==> src/rob_consts.svh <==
/*
 * Shared sizing constants for the reorder buffer.
 * Included by the two packages and by every module that sizes
 * ports or arrays. The buffer geometry and the data widths are
 * fixed here and used everywhere else.
 */
`ifndef ROB_CONSTS_SVH
`define ROB_CONSTS_SVH

// ==============================
// buffer geometry
// ==============================

// entries in the buffer, power of two
`define ROB_DEPTH 16
// log2 of depth
`define ROB_IDX_W 4
// one bit more, so a full buffer fits
`define ROB_CNT_W 5

// ==============================
// register and data widths
// ==============================

`define ARCH_REG_W 5
`define PHYS_REG_W 6
`define XLEN 32

// functional-unit result ports
`define WB_PORTS 2

`endif

==> src/rob_cfg_pkg.sv <==
/*
 * Types that describe the shape of the buffer itself:
 * an entry position, an occupancy count and a per-entry mask.
 * Referenced by scoped name from the control modules.
 */

`include "rob_consts.svh"

package rob_cfg_pkg;

    // ==============================
    // geometry types
    // ==============================

    // position of one entry, wraps modulo depth
    typedef logic [`ROB_IDX_W-1:0] rob_idx_t;

    // occupancy or free space, 0 up to depth inclusive
    typedef logic [`ROB_CNT_W-1:0] rob_count_t;

    // one bit per entry
    typedef logic [`ROB_DEPTH-1:0] rob_mask_t;

endpackage

==> src/rob_data_pkg.sv <==
/*
 * Types for the payload carried through the buffer:
 * register numbers, the result word and the destination record
 * written at dispatch and handed out again at commit.
 */

`include "rob_consts.svh"

package rob_data_pkg;

    // ==============================
    // register numbers
    // ==============================

    typedef logic [`ARCH_REG_W-1:0] arch_reg_t;
    typedef logic [`PHYS_REG_W-1:0] phys_reg_t;

    // result value from a functional unit
    typedef logic [`XLEN-1:0] word_t;

    // ==============================
    // destination record
    // ==============================

    // filled at dispatch, read back at commit
    // old_prf goes back to the free list on retirement
    typedef struct packed {
        logic      rd_wen;
        arch_reg_t rd_arch;
        phys_reg_t new_prf;
        phys_reg_t old_prf;
    } dest_info_t;

endpackage

==> src/rob_commit_stage.sv <==
/*
 * Retirement of the head entry and the registered commit port.
 * The head retires once it is done, unless a mispredict is being
 * handled in the same cycle. The retired entry shows up on the
 * commit outputs one cycle later with a single-cycle valid pulse.
 */
`timescale 1ns/1ps

module rob_commit_stage (
    input  logic                     clock,
    input  logic                     reset,

    input  logic                     head_done_i,
    input  logic                     mispredict_i,
    input  rob_cfg_pkg::rob_idx_t    head_i,
    input  rob_data_pkg::dest_info_t dest_i,
    input  rob_data_pkg::word_t      value_i,

    output logic                     retire_o,

    output logic                     commit_valid_o,
    output rob_cfg_pkg::rob_idx_t    commit_rob_idx_o,
    output logic                     commit_rd_wen_o,
    output rob_data_pkg::arch_reg_t  commit_rd_arch_o,
    output rob_data_pkg::phys_reg_t  commit_new_prf_o,
    output rob_data_pkg::phys_reg_t  commit_old_prf_o,
    output rob_data_pkg::word_t      commit_value_o
);

    // mispredict freezes retirement for one cycle
    assign retire_o = head_done_i && !mispredict_i;

    // ==============================
    // commit registers
    // ==============================

    // valid pulse
    always_ff @(posedge clock) begin
        if (reset) begin
            commit_valid_o <= 1'b0;
        end else begin
            commit_valid_o <= retire_o;
        end
    end

    // payload, only meaningful alongside the pulse
    always_ff @(posedge clock) begin
        if (retire_o) begin
            commit_rob_idx_o <= head_i;
            commit_rd_wen_o  <= dest_i.rd_wen;
            commit_rd_arch_o <= dest_i.rd_arch;
            commit_new_prf_o <= dest_i.new_prf;
            commit_old_prf_o <= dest_i.old_prf;
            commit_value_o   <= value_i;
        end
    end

endmodule

==> src/rob_field_ram.sv <==
/*
 * Per-entry payload storage for the reorder buffer.
 * One word of payload_t per entry, written by NUM_WR_PORTS
 * ports and read combinationally at one index (the head).
 * Used once for the destination record and once for results.
 */
`timescale 1ns/1ps

`include "rob_consts.svh"

module rob_field_ram #(
    parameter type         payload_t    = logic,
    parameter int unsigned NUM_WR_PORTS = 1,
    parameter int unsigned DEPTH        = `ROB_DEPTH
) (
    input  logic                  clock,
    input  logic                  reset,

    // write side
    input  logic [NUM_WR_PORTS-1:0] wr_en_i,
    input  rob_cfg_pkg::rob_idx_t wr_idx_i  [NUM_WR_PORTS],
    input  payload_t              wr_data_i [NUM_WR_PORTS],

    // read side
    input  rob_cfg_pkg::rob_idx_t rd_idx_i,
    output payload_t              rd_data_o
);

    // storage, contents undefined until first write
    payload_t mem_q [DEPTH];

    // ==============================
    // write ports
    // ==============================

    // ports never target the same entry in one cycle
    // writes held off while in reset
    always_ff @(posedge clock) begin
        for (int p = 0; p < NUM_WR_PORTS; p++) begin
            if (!reset && wr_en_i[p]) begin
                mem_q[wr_idx_i[p]] <= wr_data_i[p];
            end
        end
    end

    // ==============================
    // read port
    // ==============================

    // combinational, data written on edge N visible right after it
    assign rd_data_o = mem_q[rd_idx_i];

endmodule

==> src/rob_pointer_ctrl.sv <==
/*
 * Head, tail and occupancy of the reorder buffer.
 * Makes the dispatch handshake: ready when not full and no
 * mispredict this cycle, alloc when valid meets ready.
 * On a mispredict the tail moves to just behind the named entry
 * and the count is rebuilt from the head distance.
 */
`timescale 1ns/1ps

`include "rob_consts.svh"

module rob_pointer_ctrl (
    input  logic                    clock,
    input  logic                    reset,

    input  logic                    disp_valid_i,
    input  logic                    retire_i,

    input  logic                    mispredict_i,
    input  rob_cfg_pkg::rob_idx_t   mispredict_rob_idx_i,

    output logic                    alloc_o,
    output logic                    disp_ready_o,
    output rob_cfg_pkg::rob_idx_t   head_o,
    output rob_cfg_pkg::rob_idx_t   tail_o,
    output rob_cfg_pkg::rob_count_t disp_space_o
);

    rob_cfg_pkg::rob_idx_t   head_q;
    rob_cfg_pkg::rob_idx_t   tail_q;
    rob_cfg_pkg::rob_count_t count_q;
    rob_cfg_pkg::rob_idx_t   keep_dist;
    logic                    full;

    // ==============================
    // handshake
    // ==============================

    assign full         = (count_q == `ROB_DEPTH);
    assign disp_ready_o = !full && !mispredict_i;
    assign alloc_o      = disp_valid_i && disp_ready_o;

    // free entries for the dispatch stage
    assign disp_space_o = rob_cfg_pkg::rob_count_t'(`ROB_DEPTH) - count_q;

    // head to named entry, the named one itself added below
    assign keep_dist = mispredict_rob_idx_i - head_q;

    // ==============================
    // pointer update
    // ==============================

    always_ff @(posedge clock) begin
        if (reset) begin
            head_q  <= '0;
            tail_q  <= '0;
            count_q <= '0;
        end else if (mispredict_i) begin
            // no alloc, no retire in this cycle
            tail_q  <= mispredict_rob_idx_i + 1'b1;
            count_q <= {1'b0, keep_dist} + 1'b1;
        end else begin
            // pointers wrap by natural overflow
            if (alloc_o) begin
                tail_q <= tail_q + 1'b1;
            end
            if (retire_i) begin
                head_q <= head_q + 1'b1;
            end
            count_q <= count_q
                     + rob_cfg_pkg::rob_count_t'(alloc_o)
                     - rob_cfg_pkg::rob_count_t'(retire_i);
        end
    end

    assign head_o = head_q;
    assign tail_o = tail_q;

endmodule

==> src/rob_status_bits.sv <==
/*
 * Valid and done flags for every buffer entry.
 * valid is set at allocation and cleared at retirement or when a
 * mispredict discards the entry. done is cleared at allocation
 * and set by writeback. head_done_o tells the commit stage that
 * the oldest entry can retire.
 */
`timescale 1ns/1ps

`include "rob_consts.svh"

module rob_status_bits (
    input  logic                  clock,
    input  logic                  reset,

    // allocation at the tail
    input  logic                  alloc_i,
    input  rob_cfg_pkg::rob_idx_t tail_i,

    // writeback
    input  logic [`WB_PORTS-1:0]  wb_valid_i,
    input  rob_cfg_pkg::rob_idx_t wb_rob_idx_i [`WB_PORTS],

    // retirement at the head
    input  logic                  retire_i,
    input  rob_cfg_pkg::rob_idx_t head_i,

    // rollback
    input  logic                  mispredict_i,
    input  rob_cfg_pkg::rob_idx_t mispredict_rob_idx_i,

    output logic                  head_done_o
);

    rob_cfg_pkg::rob_mask_t valid_q;
    rob_cfg_pkg::rob_mask_t done_q;
    rob_cfg_pkg::rob_mask_t valid_d;
    rob_cfg_pkg::rob_mask_t done_d;
    rob_cfg_pkg::rob_mask_t discard;

    // ==============================
    // discard mask
    // ==============================

    // entries after the named one, up to but not incl. the tail
    // measured as distance from named+1, so wrap needs no special case
    always_comb begin
        rob_cfg_pkg::rob_idx_t span;
        rob_cfg_pkg::rob_idx_t rel;
        span = tail_i - mispredict_rob_idx_i - 1'b1;
        discard = '0;
        for (int i = 0; i < `ROB_DEPTH; i++) begin
            rel = rob_cfg_pkg::rob_idx_t'(i) - mispredict_rob_idx_i - 1'b1;
            discard[i] = (rel < span);
        end
    end

    // ==============================
    // next state
    // ==============================

    always_comb begin
        valid_d = valid_q;
        done_d  = done_q;

        // writeback runs in every cycle, mispredict included
        for (int p = 0; p < `WB_PORTS; p++) begin
            if (wb_valid_i[p]) begin
                done_d[wb_rob_idx_i[p]] = 1'b1;
            end
        end

        // alloc and retire never coincide with a mispredict
        if (alloc_i) begin
            valid_d[tail_i] = 1'b1;
            done_d[tail_i]  = 1'b0;
        end
        if (retire_i) begin
            valid_d[head_i] = 1'b0;
        end
        if (mispredict_i) begin
            valid_d = valid_d & ~discard;
        end
    end

    always_ff @(posedge clock) begin
        if (reset) begin
            valid_q <= '0;
            done_q  <= '0;
        end else begin
            valid_q <= valid_d;
            done_q  <= done_d;
        end
    end

    // oldest entry has its result
    assign head_done_o = valid_q[head_i] & done_q[head_i];

endmodule

==> src/rob_top.sv <==
/*
 * Reorder buffer top level.
 * In-order dispatch with a valid/ready handshake, out-of-order
 * writeback on two result ports, in-order commit of one entry
 * per cycle and rollback on a branch mispredict.
 * Only instances and the wires between them live here.
 */
`timescale 1ns/1ps

`include "rob_consts.svh"

module rob_top (
    input  logic                      clock,
    input  logic                      reset,

    // dispatch
    input  logic                      disp_valid_i,
    input  logic                      disp_rd_wen_i,
    input  rob_data_pkg::arch_reg_t   disp_rd_arch_i,
    input  rob_data_pkg::phys_reg_t   disp_rd_new_prf_i,
    input  rob_data_pkg::phys_reg_t   disp_rd_old_prf_i,
    output logic                      disp_ready_o,
    output rob_cfg_pkg::rob_idx_t     disp_rob_idx_o,
    output rob_cfg_pkg::rob_count_t   disp_space_o,

    // writeback
    input  logic [`WB_PORTS-1:0]      wb_valid_i,
    input  rob_cfg_pkg::rob_idx_t     wb_rob_idx_i [`WB_PORTS],
    input  rob_data_pkg::word_t       wb_value_i   [`WB_PORTS],

    // branch rollback
    input  logic                      mispredict_i,
    input  rob_cfg_pkg::rob_idx_t     mispredict_rob_idx_i,

    // commit
    output logic                      commit_valid_o,
    output rob_cfg_pkg::rob_idx_t     commit_rob_idx_o,
    output logic                      commit_rd_wen_o,
    output rob_data_pkg::arch_reg_t   commit_rd_arch_o,
    output rob_data_pkg::phys_reg_t   commit_new_prf_o,
    output rob_data_pkg::phys_reg_t   commit_old_prf_o,
    output rob_data_pkg::word_t       commit_value_o
);

    logic                     alloc;
    logic                     retire;
    logic                     head_done;
    rob_cfg_pkg::rob_idx_t    head;
    rob_cfg_pkg::rob_idx_t    tail;
    rob_data_pkg::dest_info_t head_dest;
    rob_data_pkg::word_t      head_value;

    // single write port of the destination store
    rob_cfg_pkg::rob_idx_t    dest_wr_idx  [1];
    rob_data_pkg::dest_info_t dest_wr_data [1];

    assign disp_rob_idx_o  = tail;
    assign dest_wr_idx[0]  = tail;
    assign dest_wr_data[0] = '{rd_wen:  disp_rd_wen_i,
                               rd_arch: disp_rd_arch_i,
                               new_prf: disp_rd_new_prf_i,
                               old_prf: disp_rd_old_prf_i};

    // ==============================
    // control
    // ==============================

    rob_pointer_ctrl rob_pointer_ctrl_inst (
        .clock                (clock),
        .reset                (reset),
        .disp_valid_i         (disp_valid_i),
        .retire_i             (retire),
        .mispredict_i         (mispredict_i),
        .mispredict_rob_idx_i (mispredict_rob_idx_i),
        .alloc_o              (alloc),
        .disp_ready_o         (disp_ready_o),
        .head_o               (head),
        .tail_o               (tail),
        .disp_space_o         (disp_space_o)
    );

    rob_status_bits rob_status_bits_inst (
        .clock                (clock),
        .reset                (reset),
        .alloc_i              (alloc),
        .tail_i               (tail),
        .wb_valid_i           (wb_valid_i),
        .wb_rob_idx_i         (wb_rob_idx_i),
        .retire_i             (retire),
        .head_i               (head),
        .mispredict_i         (mispredict_i),
        .mispredict_rob_idx_i (mispredict_rob_idx_i),
        .head_done_o          (head_done)
    );

    rob_commit_stage rob_commit_stage_inst (
        .clock            (clock),
        .reset            (reset),
        .head_done_i      (head_done),
        .mispredict_i     (mispredict_i),
        .head_i           (head),
        .dest_i           (head_dest),
        .value_i          (head_value),
        .retire_o         (retire),
        .commit_valid_o   (commit_valid_o),
        .commit_rob_idx_o (commit_rob_idx_o),
        .commit_rd_wen_o  (commit_rd_wen_o),
        .commit_rd_arch_o (commit_rd_arch_o),
        .commit_new_prf_o (commit_new_prf_o),
        .commit_old_prf_o (commit_old_prf_o),
        .commit_value_o   (commit_value_o)
    );

    // ==============================
    // payload storage
    // ==============================

    // destination record, written at the tail on dispatch
    rob_field_ram #(
        .payload_t    (rob_data_pkg::dest_info_t),
        .NUM_WR_PORTS (1),
        .DEPTH        (`ROB_DEPTH)
    ) dest_ram_inst (
        .clock     (clock),
        .reset     (reset),
        .wr_en_i   (alloc),
        .wr_idx_i  (dest_wr_idx),
        .wr_data_i (dest_wr_data),
        .rd_idx_i  (head),
        .rd_data_o (head_dest)
    );

    // result values, written by the functional units
    rob_field_ram #(
        .payload_t    (rob_data_pkg::word_t),
        .NUM_WR_PORTS (`WB_PORTS),
        .DEPTH        (`ROB_DEPTH)
    ) value_ram_inst (
        .clock     (clock),
        .reset     (reset),
        .wr_en_i   (wb_valid_i),
        .wr_idx_i  (wb_rob_idx_i),
        .wr_data_i (wb_value_i),
        .rd_idx_i  (head),
        .rd_data_o (head_value)
    );

endmodule
==> config.mk <==
export PLATFORM = sky130hd
export DESIGN_NAME = rob_top
export DESIGN_NICKNAME = d
export VERILOG_FILES = /design/src/rob_cfg_pkg.sv /design/src/rob_data_pkg.sv /design/src/rob_commit_stage.sv /design/src/rob_field_ram.sv /design/src/rob_pointer_ctrl.sv /design/src/rob_status_bits.sv /design/src/rob_top.sv
export VERILOG_INCLUDE_DIRS = /design/src
export SDC_FILE = /design/constraint.sdc
export NUM_CORES = 1
export LEC_CHECK = 0
export BUFFER_PORTS_ARGS = -buffer_cell sky130_fd_sc_hd__buf_2
export CAP_MARGIN = 40
export CORE_ASPECT_RATIO = 1.2
export CORE_MARGIN = 3
export CORE_UTILIZATION = 35
export CTS_CLUSTER_DIAMETER = 100
export DETAILED_ROUTE_END_ITERATION = 16
export GPL_TIMING_DRIVEN = 0
export SYNTH_ARGS = -nofsm -noshare
export SYNTH_HDL_FRONTEND = slang
export SYNTH_SLANG_ARGS = --single-unit
==> constraint.sdc <==
create_clock -name clock -period 4.2 [get_ports clock]
set_input_delay 0.42 -clock clock [delete_from_list [all_inputs] [get_ports clock]]
set_output_delay 0.42 -clock clock [all_outputs]
set_load 0.02 [all_outputs]
Word level (Yosys, flattened, before mapping):

Memory sizes are Yosys's and may differ from the RTL's. A register that Yosys moved wholly into a read port is not among the register bits.
Index checks and enable logic that the tools add are counted.

* register bits: 50
* RAM bits: 800
* input bits: 100
* logic and storage cells: 129
* memories: 2

Memories
* value_ram_inst.mem_q: depth 16, bits a word 32, read ports 1, clocked after Yosys merged registers in 1, wr ports 2, RTL line rob_field_ram.sv:30 `payload_t mem_q [DEPTH];`
* dest_ram_inst.mem_q: depth 16, bits a word 18, read ports 1, clocked after Yosys merged registers in 1, wr ports 1, RTL line rob_field_ram.sv:30

* $add $sub $neg: 42
* magnitude comparators: 24
* eq/ne operators: 1
* multiplexer cells: 27
* bitwise logic cells: 11
* reductions and logical operators: 15

Operator list (number)
* $mux W16: 6
* $sub A4 B1 Y4 const B: 17
* $lt A4 B4 Y1: 16
* $and A16 B16 Y16: 3
* $not A16 Y16: 3
* $or A16 B16 Y16: 3
* $sub A4 B4 Y4 const A: 8
* $lt A4 B5 Y1 const B: 4
* $demux W1 S4: 4
* $ge A4 B1 Y1 const B: 4
* $sub A3 B4 Y4 const A: 4
* $add A4 B1 Y4 const B: 3
* $mux W1: 12
* $logic_and A1 B1 Y1: 10
* $bmux W1 S4: 2
* $mux W4: 2
* $sub A1 B4 Y4 const A: 2
* $sub A2 B4 Y4 const A: 2
* $sub A4 B4 Y4: 2
* $add A4 B1 Y5 const B: 1
* $add A5 B1 Y5: 1
* $eq A5 B5 Y1 const B: 1
* $mux W5: 1
* $sub A5 B1 Y5: 1
* 6 further kinds: 8

Depth between registers and ports, before layout:

Gate-level depths: netlist of the first run.

* word-level depth: 10
* mapped depth: 19

Modules after synthesis:

A second synthesis of the first run with hierarchy kept.

* cells, all modules: 2409
* area, all modules: 41760.1 um^2

Modules (own cells, without submodules)
* rob_field_ram at value_ram_inst: instances 1, cells each 1460, area an instance 25683.4 um^2, seq. area each 15374.7 um^2
* rob_field_ram at dest_ram_inst: instances 1, cells each 465, area an instance 10970.5 um^2, seq. area each 8648.3 um^2
* rob_status_bits: instances 1, cells each 308, area an instance 2423.6 um^2, seq. area each 640.6 um^2
* rob_commit_stage: instances 1, cells each 57, area an instance 1660.3 um^2, seq. area each 1641.6 um^2
* rob_pointer_ctrl: instances 1, cells each 119, area an instance 1022.2 um^2, seq. area each 260.2 um^2

Worst setup path before layout of the first run:

Ideal clock, no wire load.

* kind: register to register
* from: register rob_pointer_ctrl_inst.count_q[1]
* to: memory dest_ram_inst.mem_q[0][0] (netlist bit), enable pin
* library setup time: 0.439 ns
* arrival time: 3.847 ns
* required time: 3.761 ns
* path slack: -0.086 ns
* cell stages (with the launch flop): 12
* path buffers: 2
* clock period less this slack: 4.286 ns
* cells stage by stage: dfxtp_1 > inv_1 > ha_1 > and2_1 > ha_1 > nor2_1 > and2_1 > buf_2 > inv_2 > or3_1 > clkbuf_1 > nor4_1

* longest elaborated chain between the ends: 7

Ends and longest elaborated chain
* start: declaration: RTL line rob_pointer_ctrl.sv:31 `rob_cfg_pkg::rob_count_t count_q;`
* start signal: assignment: RTL line rob_pointer_ctrl.sv:61 `count_q <= {1'b0, keep_dist} + 1'b1;`
* start signal: assignment: RTL line rob_pointer_ctrl.sv:70 `count_q <= count_q`
* $eq A5 B5 Y1 (no line)
* $logic_not A1 Y1: RTL line rob_pointer_ctrl.sv:40 `assign disp_ready_o = !full && !mispredict_i;`
* $logic_and A1 B1 Y1: RTL line rob_pointer_ctrl.sv:40
* via disp_ready_o: RTL line rob_top.sv:22 `output logic disp_ready_o,`
* $logic_and A1 B1 Y1: RTL line rob_pointer_ctrl.sv:41 `assign alloc_o = disp_valid_i && disp_ready_o;`
* $logic_and A1 B1 Y1: RTL line rob_field_ram.sv:40 `if (!reset && wr_en_i[p]) begin`
* $mux W1: RTL line rob_field_ram.sv:40
* $mux W1 (implied by the code): RTL line rob_field_ram.sv:41 `mem_q[wr_idx_i[p]] <= wr_data_i[p];`
* end: declaration: RTL line rob_field_ram.sv:30

The timed path passes the listed nets, and every way through them passes these cells.

Worst setup path after layout of the first run:

* from: register rob_pointer_ctrl_inst.head_q[1] (netlist: rob_pointer_ctrl_inst.head_o[1])
* to: register rob_pointer_ctrl_inst.count_q[4]

* longest elaborated chain between the ends: 6
* elaborated cells between the ends (all ways): 10
* classes of those cells: add/sub (3); mux (5); bitwise (1); reduce/logical (1)

Ends and longest elaborated chain
* start: declaration: RTL line rob_pointer_ctrl.sv:29 `rob_cfg_pkg::rob_idx_t head_q;`
* start signal: assignment: RTL line rob_pointer_ctrl.sv:68 `head_q <= head_q + 1'b1;`
* $bmux W1 S4: RTL line rob_status_bits.sv:97 `assign head_done_o = valid_q[head_i] & done_q[head_i];`
* $mux W1 (implied by the code): RTL line rob_status_bits.sv:97
* $and A1 B1 Y1 (*): RTL line rob_status_bits.sv:97
* $logic_and A1 B1 Y1 (*): RTL line rob_commit_stage.sv:31 `assign retire_o = head_done_i && !mispredict_i;`
* via retire: RTL line rob_top.sv:46 `logic retire;`
* $sub A5 B1 Y5 (*): RTL line rob_pointer_ctrl.sv:72 `- rob_cfg_pkg::rob_count_t'(retire_i);`
* $mux W5 (*): RTL line rob_pointer_ctrl.sv:58 `end else if (mispredict_i) begin`

Mark *: on every way through the listed nets, which the timed path passes. The rest lies on a longest branch. The select of a mux whose other input is x is not followed.
A chain may end at the register's enable or synchronous reset.

==> summary.txt, run 1 <==
Synthesis
  – Most used DFF post-synth: edfxtp_1
  – Syn Area/Cell: 18.2 sq um
  – Synth unique cells: 55
  – YS warnings: 0
  – Post-synth EDFFs: 854
  – Register area share after synthesis: 0.635
  – Yosys reg bits: 900
  – Commonest cells in the netlist: 854 x edfxtp_1, 506 x mux2_1, 256 x mux4_2, 130 x clkbuf_1, 71 x nor2_1
  – Syn Nets: approximately 2500
  – Top cell type's share of synthesized area: 0.613
  – Top cells by area, synth: edfxtp_1 61%, mux4_2 14%, mux2_1 14%
  – Synth async-reset ratio: 0
  – Mapped Area: 0.0418 sq mm
  – Yosys top cell by area: edfxtp_1
  – Most frequent cell after synthesis: edfxtp_1
  – Synthesized instance count: approximately 2300

Setup path
  – Buffers & Inverters on Critical Path: 6
  – Max incr delay on CP: 560 ps
  – CP Launch Point: rob_pointer_ctrl_inst.head_o[1]
  – Reg-to-reg endpoint: rob_pointer_ctrl_inst.count_q[4]
  – Critical path data required time: 4730 ps
  – Crit Path Class: flip-flop to flip-flop
  – CP top delay family: buffers and inverters
  – Crit Path Max Fanout: 18
  – Worst EP arrival: between 4000 and 5000 ps
  – Reg-to-Reg Start: rob_pointer_ctrl_inst.head_o[1]
  – CP Depth: 18
  – Worst-path cell chain: buf_4 -> clkbuf_1 -> inv_1 -> nand3_1 -> o211ai_1 -> a22oi_4 -> buf_16 -> ha_1 -> inv_1 -> ha_1 -> inv_1 -> fa_1 -> nor2_1 -> nor2_1 -> o21bai_1 -> xnor2_1 -> o22a_1 -> nor2_1
  – Crit start category: flip-flop
  – Worst setup path end: rob_pointer_ctrl_inst.count_q[4]
  – Crit end category: flip-flop
  – Reg2reg setup slack: 190 ps
  – Slowest CP cell: clkbuf_1
  – Reg2Reg Depth: 18

Global routing
  – Total grt overflow: 0
  – First-pass GRT wire length: 176000 um
  – Initial antenna violation count: 35
  – Largest net degree at the start of global routing: 22
  – Vias in the first global route: between 20000 and 30000
  – Total track usage: 0.198

Finish
  – Layout area overhead: 18.4%
  – Share of layout cells above drive strength 1: 0.272
  – Layout Cells excl Fill: ~4300
  – Final #Nets: 2847
  – Fin area: 0.0496 sq mm

Job
  – Max Cap Viol: 0

Route
  – Wl on met1: 47100 um
  – Met2 WL: 62100 um
  – Remaining DRCs: 0
  – Wire length per cell: around 28 um
  – Top sig layer: met5
  – DR iter-0 viols: between 2000 and 2500
  – WL final: around 120000 um
  – Met3 wire length: 8640 um
  – ANT nets after route: 0
  – Detailed Routing Iterations Pass 1: 6
  – DR vias/cell: between 5 and 6
  – Via count: ~24000

STA
  – Fin crit period: ~4000 ps
  – Final setup fails: 0
  – Fin Clk Skew: 24.3 ps
  – Tightest Pin Transition: 945 ps
  – Final worst path period share: 0.954
  – Fmax: 0.250 GHz
  – Final Hold Vio Count: 0
  – Rel. slew slack: 0.369
  – Pins Over Slew Limit: 0
  – RSZ-0062 raised after global routing: false

Placed design
  – Port bufs: 164
  – RD Place Congestion: just over 0.8
  – Placed Cells incl. Taps: 4130
  – DP HPWL: 88100 um
  – DP Area: 0.0466 sq mm

Floorplan
  – Num rows: 138
  – Die Footprint: between 0.1 and 0.15 sq mm
  – Die X: 322 um
  – IO Pins: roughly 170
  – Chip Height: about 380 um
  – Core Footprint: roughly 0.12 sq mm
  – Initial core utilization: 0.354

Power
  – Total chip power: ~0.019 W
  – Leakage: 16.0 nW
  – Pwr dens: 390 mW/mm^2
  – Peak supply drop: 0.268 mV

Worst hold path
  – Hold Crit Class: input pin to flip-flop

Clock network
  – Root buffer cell: clkbuf_16
  – H-tree depth: 3
  – CTS buffer count: 93
  – Clock transition at path regs: 60 ps
  – TritonCTS clock tree: built
  – Clk buf depth: 3
  – Clk_lat worst skew: approximately 690 ps
  – Post-CTS Hold Buffers: 0
  – CTS sink cnt: 900

Outcome
  – Status: finished, final reports clean
metrics by stage:
step / hold WS [ps] / util / TNS, ps / worst slack (ps)
2_1_floorplan: 403 / - / 0 / 59.1
3_3_place_gp: 440 / 0.377 / -935180 / -2100
3_5_place_dp: 450 / 0.394 / -990 / -483
4_1_cts: 15.9 / 0.418 / 0 / 103
5_1_grt: 75.6 / 0.419 / 0 / 2.54
6_report: 75.7 / 0.419 / 0 / 195
per-layer routing:
metal / GRT usage / up-vias
li1: - / 10100
met1: 0.242 / 12500
met2: 0.346 / 931
met3: 0.0396 / 263
met4: 0.0707 / 14
met5: 0 / -
registers in the layout, summed over array words and instances (netlist names):
signal                                  flops
value_ram_inst.mem_q                      512
dest_ram_inst.mem_q                       288
rob_commit_stage_inst.commit_value_o       32
rob_status_bits_inst.done_q                16
rob_status_bits_inst.valid_q               16
rob_commit_stage_inst.commit_new_prf_o      6
rob_commit_stage_inst.commit_old_prf_o      6
rob_commit_stage_inst.commit_rd_arch_o      5
rob_pointer_ctrl_inst.count_q               5
rob_commit_stage_inst.commit_rob_idx_o      4
rob_pointer_ctrl_inst.head_o                4
rob_pointer_ctrl_inst.tail_o                4
rob_commit_stage_inst.commit_rd_wen_o       1
rob_commit_stage_inst.commit_valid_o        1
what timing repair did:
item                       4_1_cts  5_1_grt
gates resized for setup          1        4
setup endpoints to repair        4        1
pin swaps                        1        0
buffers inserted                 1        0
cells in the final DEF, fill, tap and decap left out, drive strengths merged, types with 3 or more instances in the layout:
cell type / netlist / final
nor4: 4 / 4
mux4: 256 / 256
nor3: 21 / 21
nor2: 71 / 71
edfxtp: 854 / 854
nor2b: 13 / 13
a22oi: 12 / 12
clkinv: 0 / 25
clkbuf: 130 / 259
bufinv: 0 / 7
mux2: 515 / 515
ha: 56 / 56
buf: 69 / 363
nand3: 6 / 6
and2: 8 / 8
inv: 47 / 53
a2111oi: 15 / 15
xor2: 8 / 8
nand2b: 18 / 18
nand2: 22 / 22
a32oi: 3 / 3
dfxtp: 46 / 46
or2: 4 / 4
a21oi: 24 / 24
xnor2: 20 / 20
a211oi: 19 / 19
diode: 0 / 16
fa: 3 / 3
mux2i: 8 / 8
a21o: 13 / 13
nor3b: 4 / 4
logic make-up after synthesis:
family | after synthesis | synth area share
AOI/OAI and AO/OA | 103 | 0.0186
xor gates and xnor gates | 28 | 0.00586
adders and majority gates | 59 | 0.0182
buffers and inverters | 246 | 0.0229
DFF | 900 | 0.635
muxes | 779 | 0.278
and+or+nand+nor | 181 | 0.0213
where the power goes:
| part | switching (W) | internal [W] | total, W |
|---|---|---|---|
| Clock | 0.00352 | 0.00458 | 0.00810 |
| Sequential | 0.0000469 | 0.00998 | 0.0100 |
| Combinational | 0.000721 | 0.000487 | 0.00121 |
layout make-up:
class | instances | area (sq um)
tap | 1540 | 1930
clock buffer | 127 | 2480
sequential | 900 | 26600
fill | 10400 | 68700
clock inverter | 40 | 439
antenna | 16 | 40.0
inverter | 47 | 176
buffer | 199 | 792
timing repair buffer | 297 | 2600
multi-input combinational | 1150 | 14500
worst min-delay path by stage:
stage / start / to / slack [ps] / depth (start not counted)
2_1_floorplan: rob_pointer_ctrl_inst.head_o[3] / rob_commit_stage_inst.commit_rob_idx_o[3] / 400 / 0
3_3_place_gp: rob_status_bits_inst.done_q[10] / rob_status_bits_inst.done_q[10] / 440 / 2
3_5_place_dp: rob_status_bits_inst.done_q[11] / rob_status_bits_inst.done_q[11] / 450 / 2
4_1_cts: mispredict_rob_idx_i[0] / rob_pointer_ctrl_inst.tail_o[0] / 20 / 2
5_1_grt: mispredict_rob_idx_i[0] / rob_pointer_ctrl_inst.tail_o[0] / 80 / 2
6_report: mispredict_rob_idx_i[0] / rob_pointer_ctrl_inst.tail_o[0] / 80 / 2
(Power assumes the default switching activity.)
==> run 2: changes to the inputs <==
--- a/config.mk
+++ b/config.mk
@@ -6,6 +6,7 @@
 export SDC_FILE = /design/constraint.sdc
 export NUM_CORES = 1
 export LEC_CHECK = 0
+export ABC_AREA = 1
 export BUFFER_PORTS_ARGS = -buffer_cell sky130_fd_sc_hd__buf_2
 export CAP_MARGIN = 40
 export CORE_ASPECT_RATIO = 1.2
==> summary.txt, run 2 <==
Synthesis
  – YS warnings: 0
  – Yosys top cell by area: edfxtp_1
  – Synthesized instance count: 4219
  – Most frequent cell after synthesis: o21ai_0
  – Commonest cells in the netlist: 945 x o21ai_0, 866 x nand2_1, 854 x edfxtp_1, 474 x nor2_1, 242 x clkbuf_1
  – Yosys reg bits: 900
  – Syn Area/Cell: between 9 and 10 sq um
  – Post-synth EDFFs: 854
  – Synth async-reset ratio: 0
  – Mapped Area: 0.0419 sq mm
  – Syn Nets: around 4400
  – Synth unique cells: 38
  – Top cells by area, synth: edfxtp_1 61%, o21ai_0 11%, nand2_1 7.8%
  – Most used DFF post-synth: edfxtp_1
  – Register area share after synthesis: 0.634
  – Top cell type's share of synthesized area: 0.612

Setup path
  – Crit Path Max Fanout: 10
  – Worst EP arrival: 4330 ps
  – Buffers & Inverters on Critical Path: 4
  – Max incr delay on CP: 650 ps
  – Critical path data required time: 4810 ps
  – Worst-path cell chain: buf_2 -> nand2_1 -> nand3_1 -> nand2_1 -> nand2_1 -> nand4_1 -> nand3_4 -> inv_4 -> ha_1 -> inv_1 -> ha_1 -> inv_1 -> fa_1 -> or2_2 -> a21oi_1 -> nor2_1 -> xor2_1 -> nand2_1 -> a21oi_1
  – CP top delay family: simple AND/OR/NAND/NOR gates
  – Crit start category: flip-flop
  – Slowest CP cell: dfxtp_1
  – Crit Path Class: flip-flop to flip-flop
  – Crit end category: flip-flop
  – Crit-path most repeated cell: nand2_1

STA
  – Pins Over Slew Limit: 0
  – Final Hold Vio Count: 0
  – Fin crit period: ~3700 ps
  – RSZ-0062 raised after global routing: false
  – Final setup fails: 0
  – TNS Setup: 0 ps
  – Tightest Pin Transition: a little over 900 ps
  – Fin Clk Skew: 18.6 ps
  – Final worst path period share: 0.887
  – Fin worst setup slack: between 400 and 500 ps
  – Fmax: 0.268 GHz
  – Rel. slew slack: 0.386

Finish
  – Most frequent cells in the layout: 937 x o21ai_0, 866 x nand2_1, 854 x edfxtp_1
  – Layout Cells excl Fill: 6123
  – Max FFs per register: 512
  – Fill count: 11500
  – Most common cell after layout, fill and taps aside: o21ai_0
  – Final #Nets: 4650
  – Fin area: 0.0489 sq mm
  – Layout area overhead: 16.6%
  – Share of layout cells above drive strength 1: 0.0960

Placed design
  – Placed Cells incl. Taps: between 5000 and 6000
  – DP HPWL: roughly 110000 um
  – RD Place Congestion: 0.973
  – Port bufs: ~130
  – Pre-CTS WS: approximately 530 ps
  – DP Area: 0.0455 sq mm

Floorplan
  – Initial core utilization: 0.354
  – Num rows: between 100 and 150
  – Chip Height: 385 um
  – IO Pins: 165
  – Die X: 322 um
  – Core Footprint: 0.118 sq mm
  – Die Footprint: 0.124 sq mm

Route
  – WL final: 153000 um
  – ANT nets after route: 0
  – DR iter-0 viols: 4606
  – Via count: 34600
  – Remaining DRCs: 0
  – Wire length per cell: 25.0 um
  – DR vias/cell: 5.64
  – Detailed Routing Iterations Pass 1: 6

Outcome
  – Status: finished, final reports clean

Clock network
  – Clk_lat worst skew: between 600 and 700 ps
  – H-tree depth: 3
  – Root buffer cell: clkbuf_16
  – CTS sink cnt: 900
  – Post-CTS Hold Buffers: 0
  – TritonCTS clock tree: built
  – CTS buffer count: 97
  – # Post-CTS Setup Buffers: 0
  – Post_cts resized: 0
  – Clock transition at path regs: 60 ps
  – Clk buf depth: 3

Global routing
  – Initial antenna violation count: 14
  – Largest net degree at the start of global routing: 54
  – Vias in the first global route: 32900
  – Total grt overflow: 0
  – First-pass GRT wire length: 220000 um
  – Total track usage: 0.241

Power
  – Leakage: 18.1 nW
  – Peak supply drop: 0.358 mV
  – Pwr dens: 416 mW/mm^2

Job
  – Max Cap Viol: 0

Worst hold path
  – Hold Crit Class: input pin to flip-flop
[run 2: final cells by class]
class	instances	area [sq um]	share of cell area
Tap cell	1540	1930	0.0394
Timing Repair Buffer	173	1440	0.0295
Clock inverter	59	747	0.0153
Inverter	163	614	0.0126
Antenna cell	10	25.0	0.000512
Multi-Input combinational cell	2775	13400	0.275
Buffer	381	1530	0.0313
Sequential cell	900	26600	0.544
Clock buffer	122	2590	0.0530
[run 2: per-layer routing]
| layer | global-route usage | vias to the layer above | wire [um] |
|---|---|---|---|
| met5 | 0 | - | 75 |
| met4 | 0.118 | 10 | 8280 |
| met3 | 0.0396 | 384 | 14700 |
| met2 | 0.401 | 2035 | 72600 |
| met1 | 0.305 | 16800 | 57400 |
| li1 | - | 15400 | - |
[run 2: per-stage QoR]
step / total power [W] / util / hold slack (ps)
after detailed placement: 0.0115 / 0.384 / 415
after CTS: 0.0203 / 0.412 / 74.5
final: 0.0203 / 0.413 / 122
after global placement: 0.0114 / 0.376 / 415
after global routing: 0.0209 / 0.412 / 109
after floorplan: 0.0110 / - / 403
[run 2: worst paths after layout]
kind / from / to / slack (ps) / cells past startpoint
hold / removal: wb_valid_i[1] / rob_status_bits_inst.done_q[2] / 120 / 3
hold reg to reg: rob_pointer_ctrl_inst.head_o[2] / rob_commit_stage_inst.commit_rob_idx_o[2] / 430 / 0
setup reg to reg: rob_pointer_ctrl_inst.head_o[0] / rob_pointer_ctrl_inst.count_q[4] / 470 / 19
setup / recovery: rob_pointer_ctrl_inst.head_o[0] / rob_pointer_ctrl_inst.count_q[4] / 470 / 19
[run 2: where the power goes]
part / internal, W / leakage [nW] / switching (W)
registers: 0.00998 / 8.06 / 0.0000506
logic: 0.000377 / 8.45 / 0.000880
clock network: 0.00527 / 1.63 / 0.00376
[run 2: worst min-delay path: stages]
cell and delay [ps]:
buf_2 140, a31oi_1 140, nor3_1 50
[run 2: cell families (layout without fill, tap and decap cells)]
logic type / count (synthesis) / after routing / share of synthesized area
DFF: 900 / 900 / 0.634
buffers and inverters: 544 / 898 / 0.0511
adders and majority gates: 59 / 59 / 0.0181
other: 0 / 10 / 0
and+or+nand+nor: 1465 / 1465 / 0.138
AOI/OAI and AO/OA: 1228 / 1228 / 0.154
xor gates and xnor gates: 23 / 23 / 0.00481
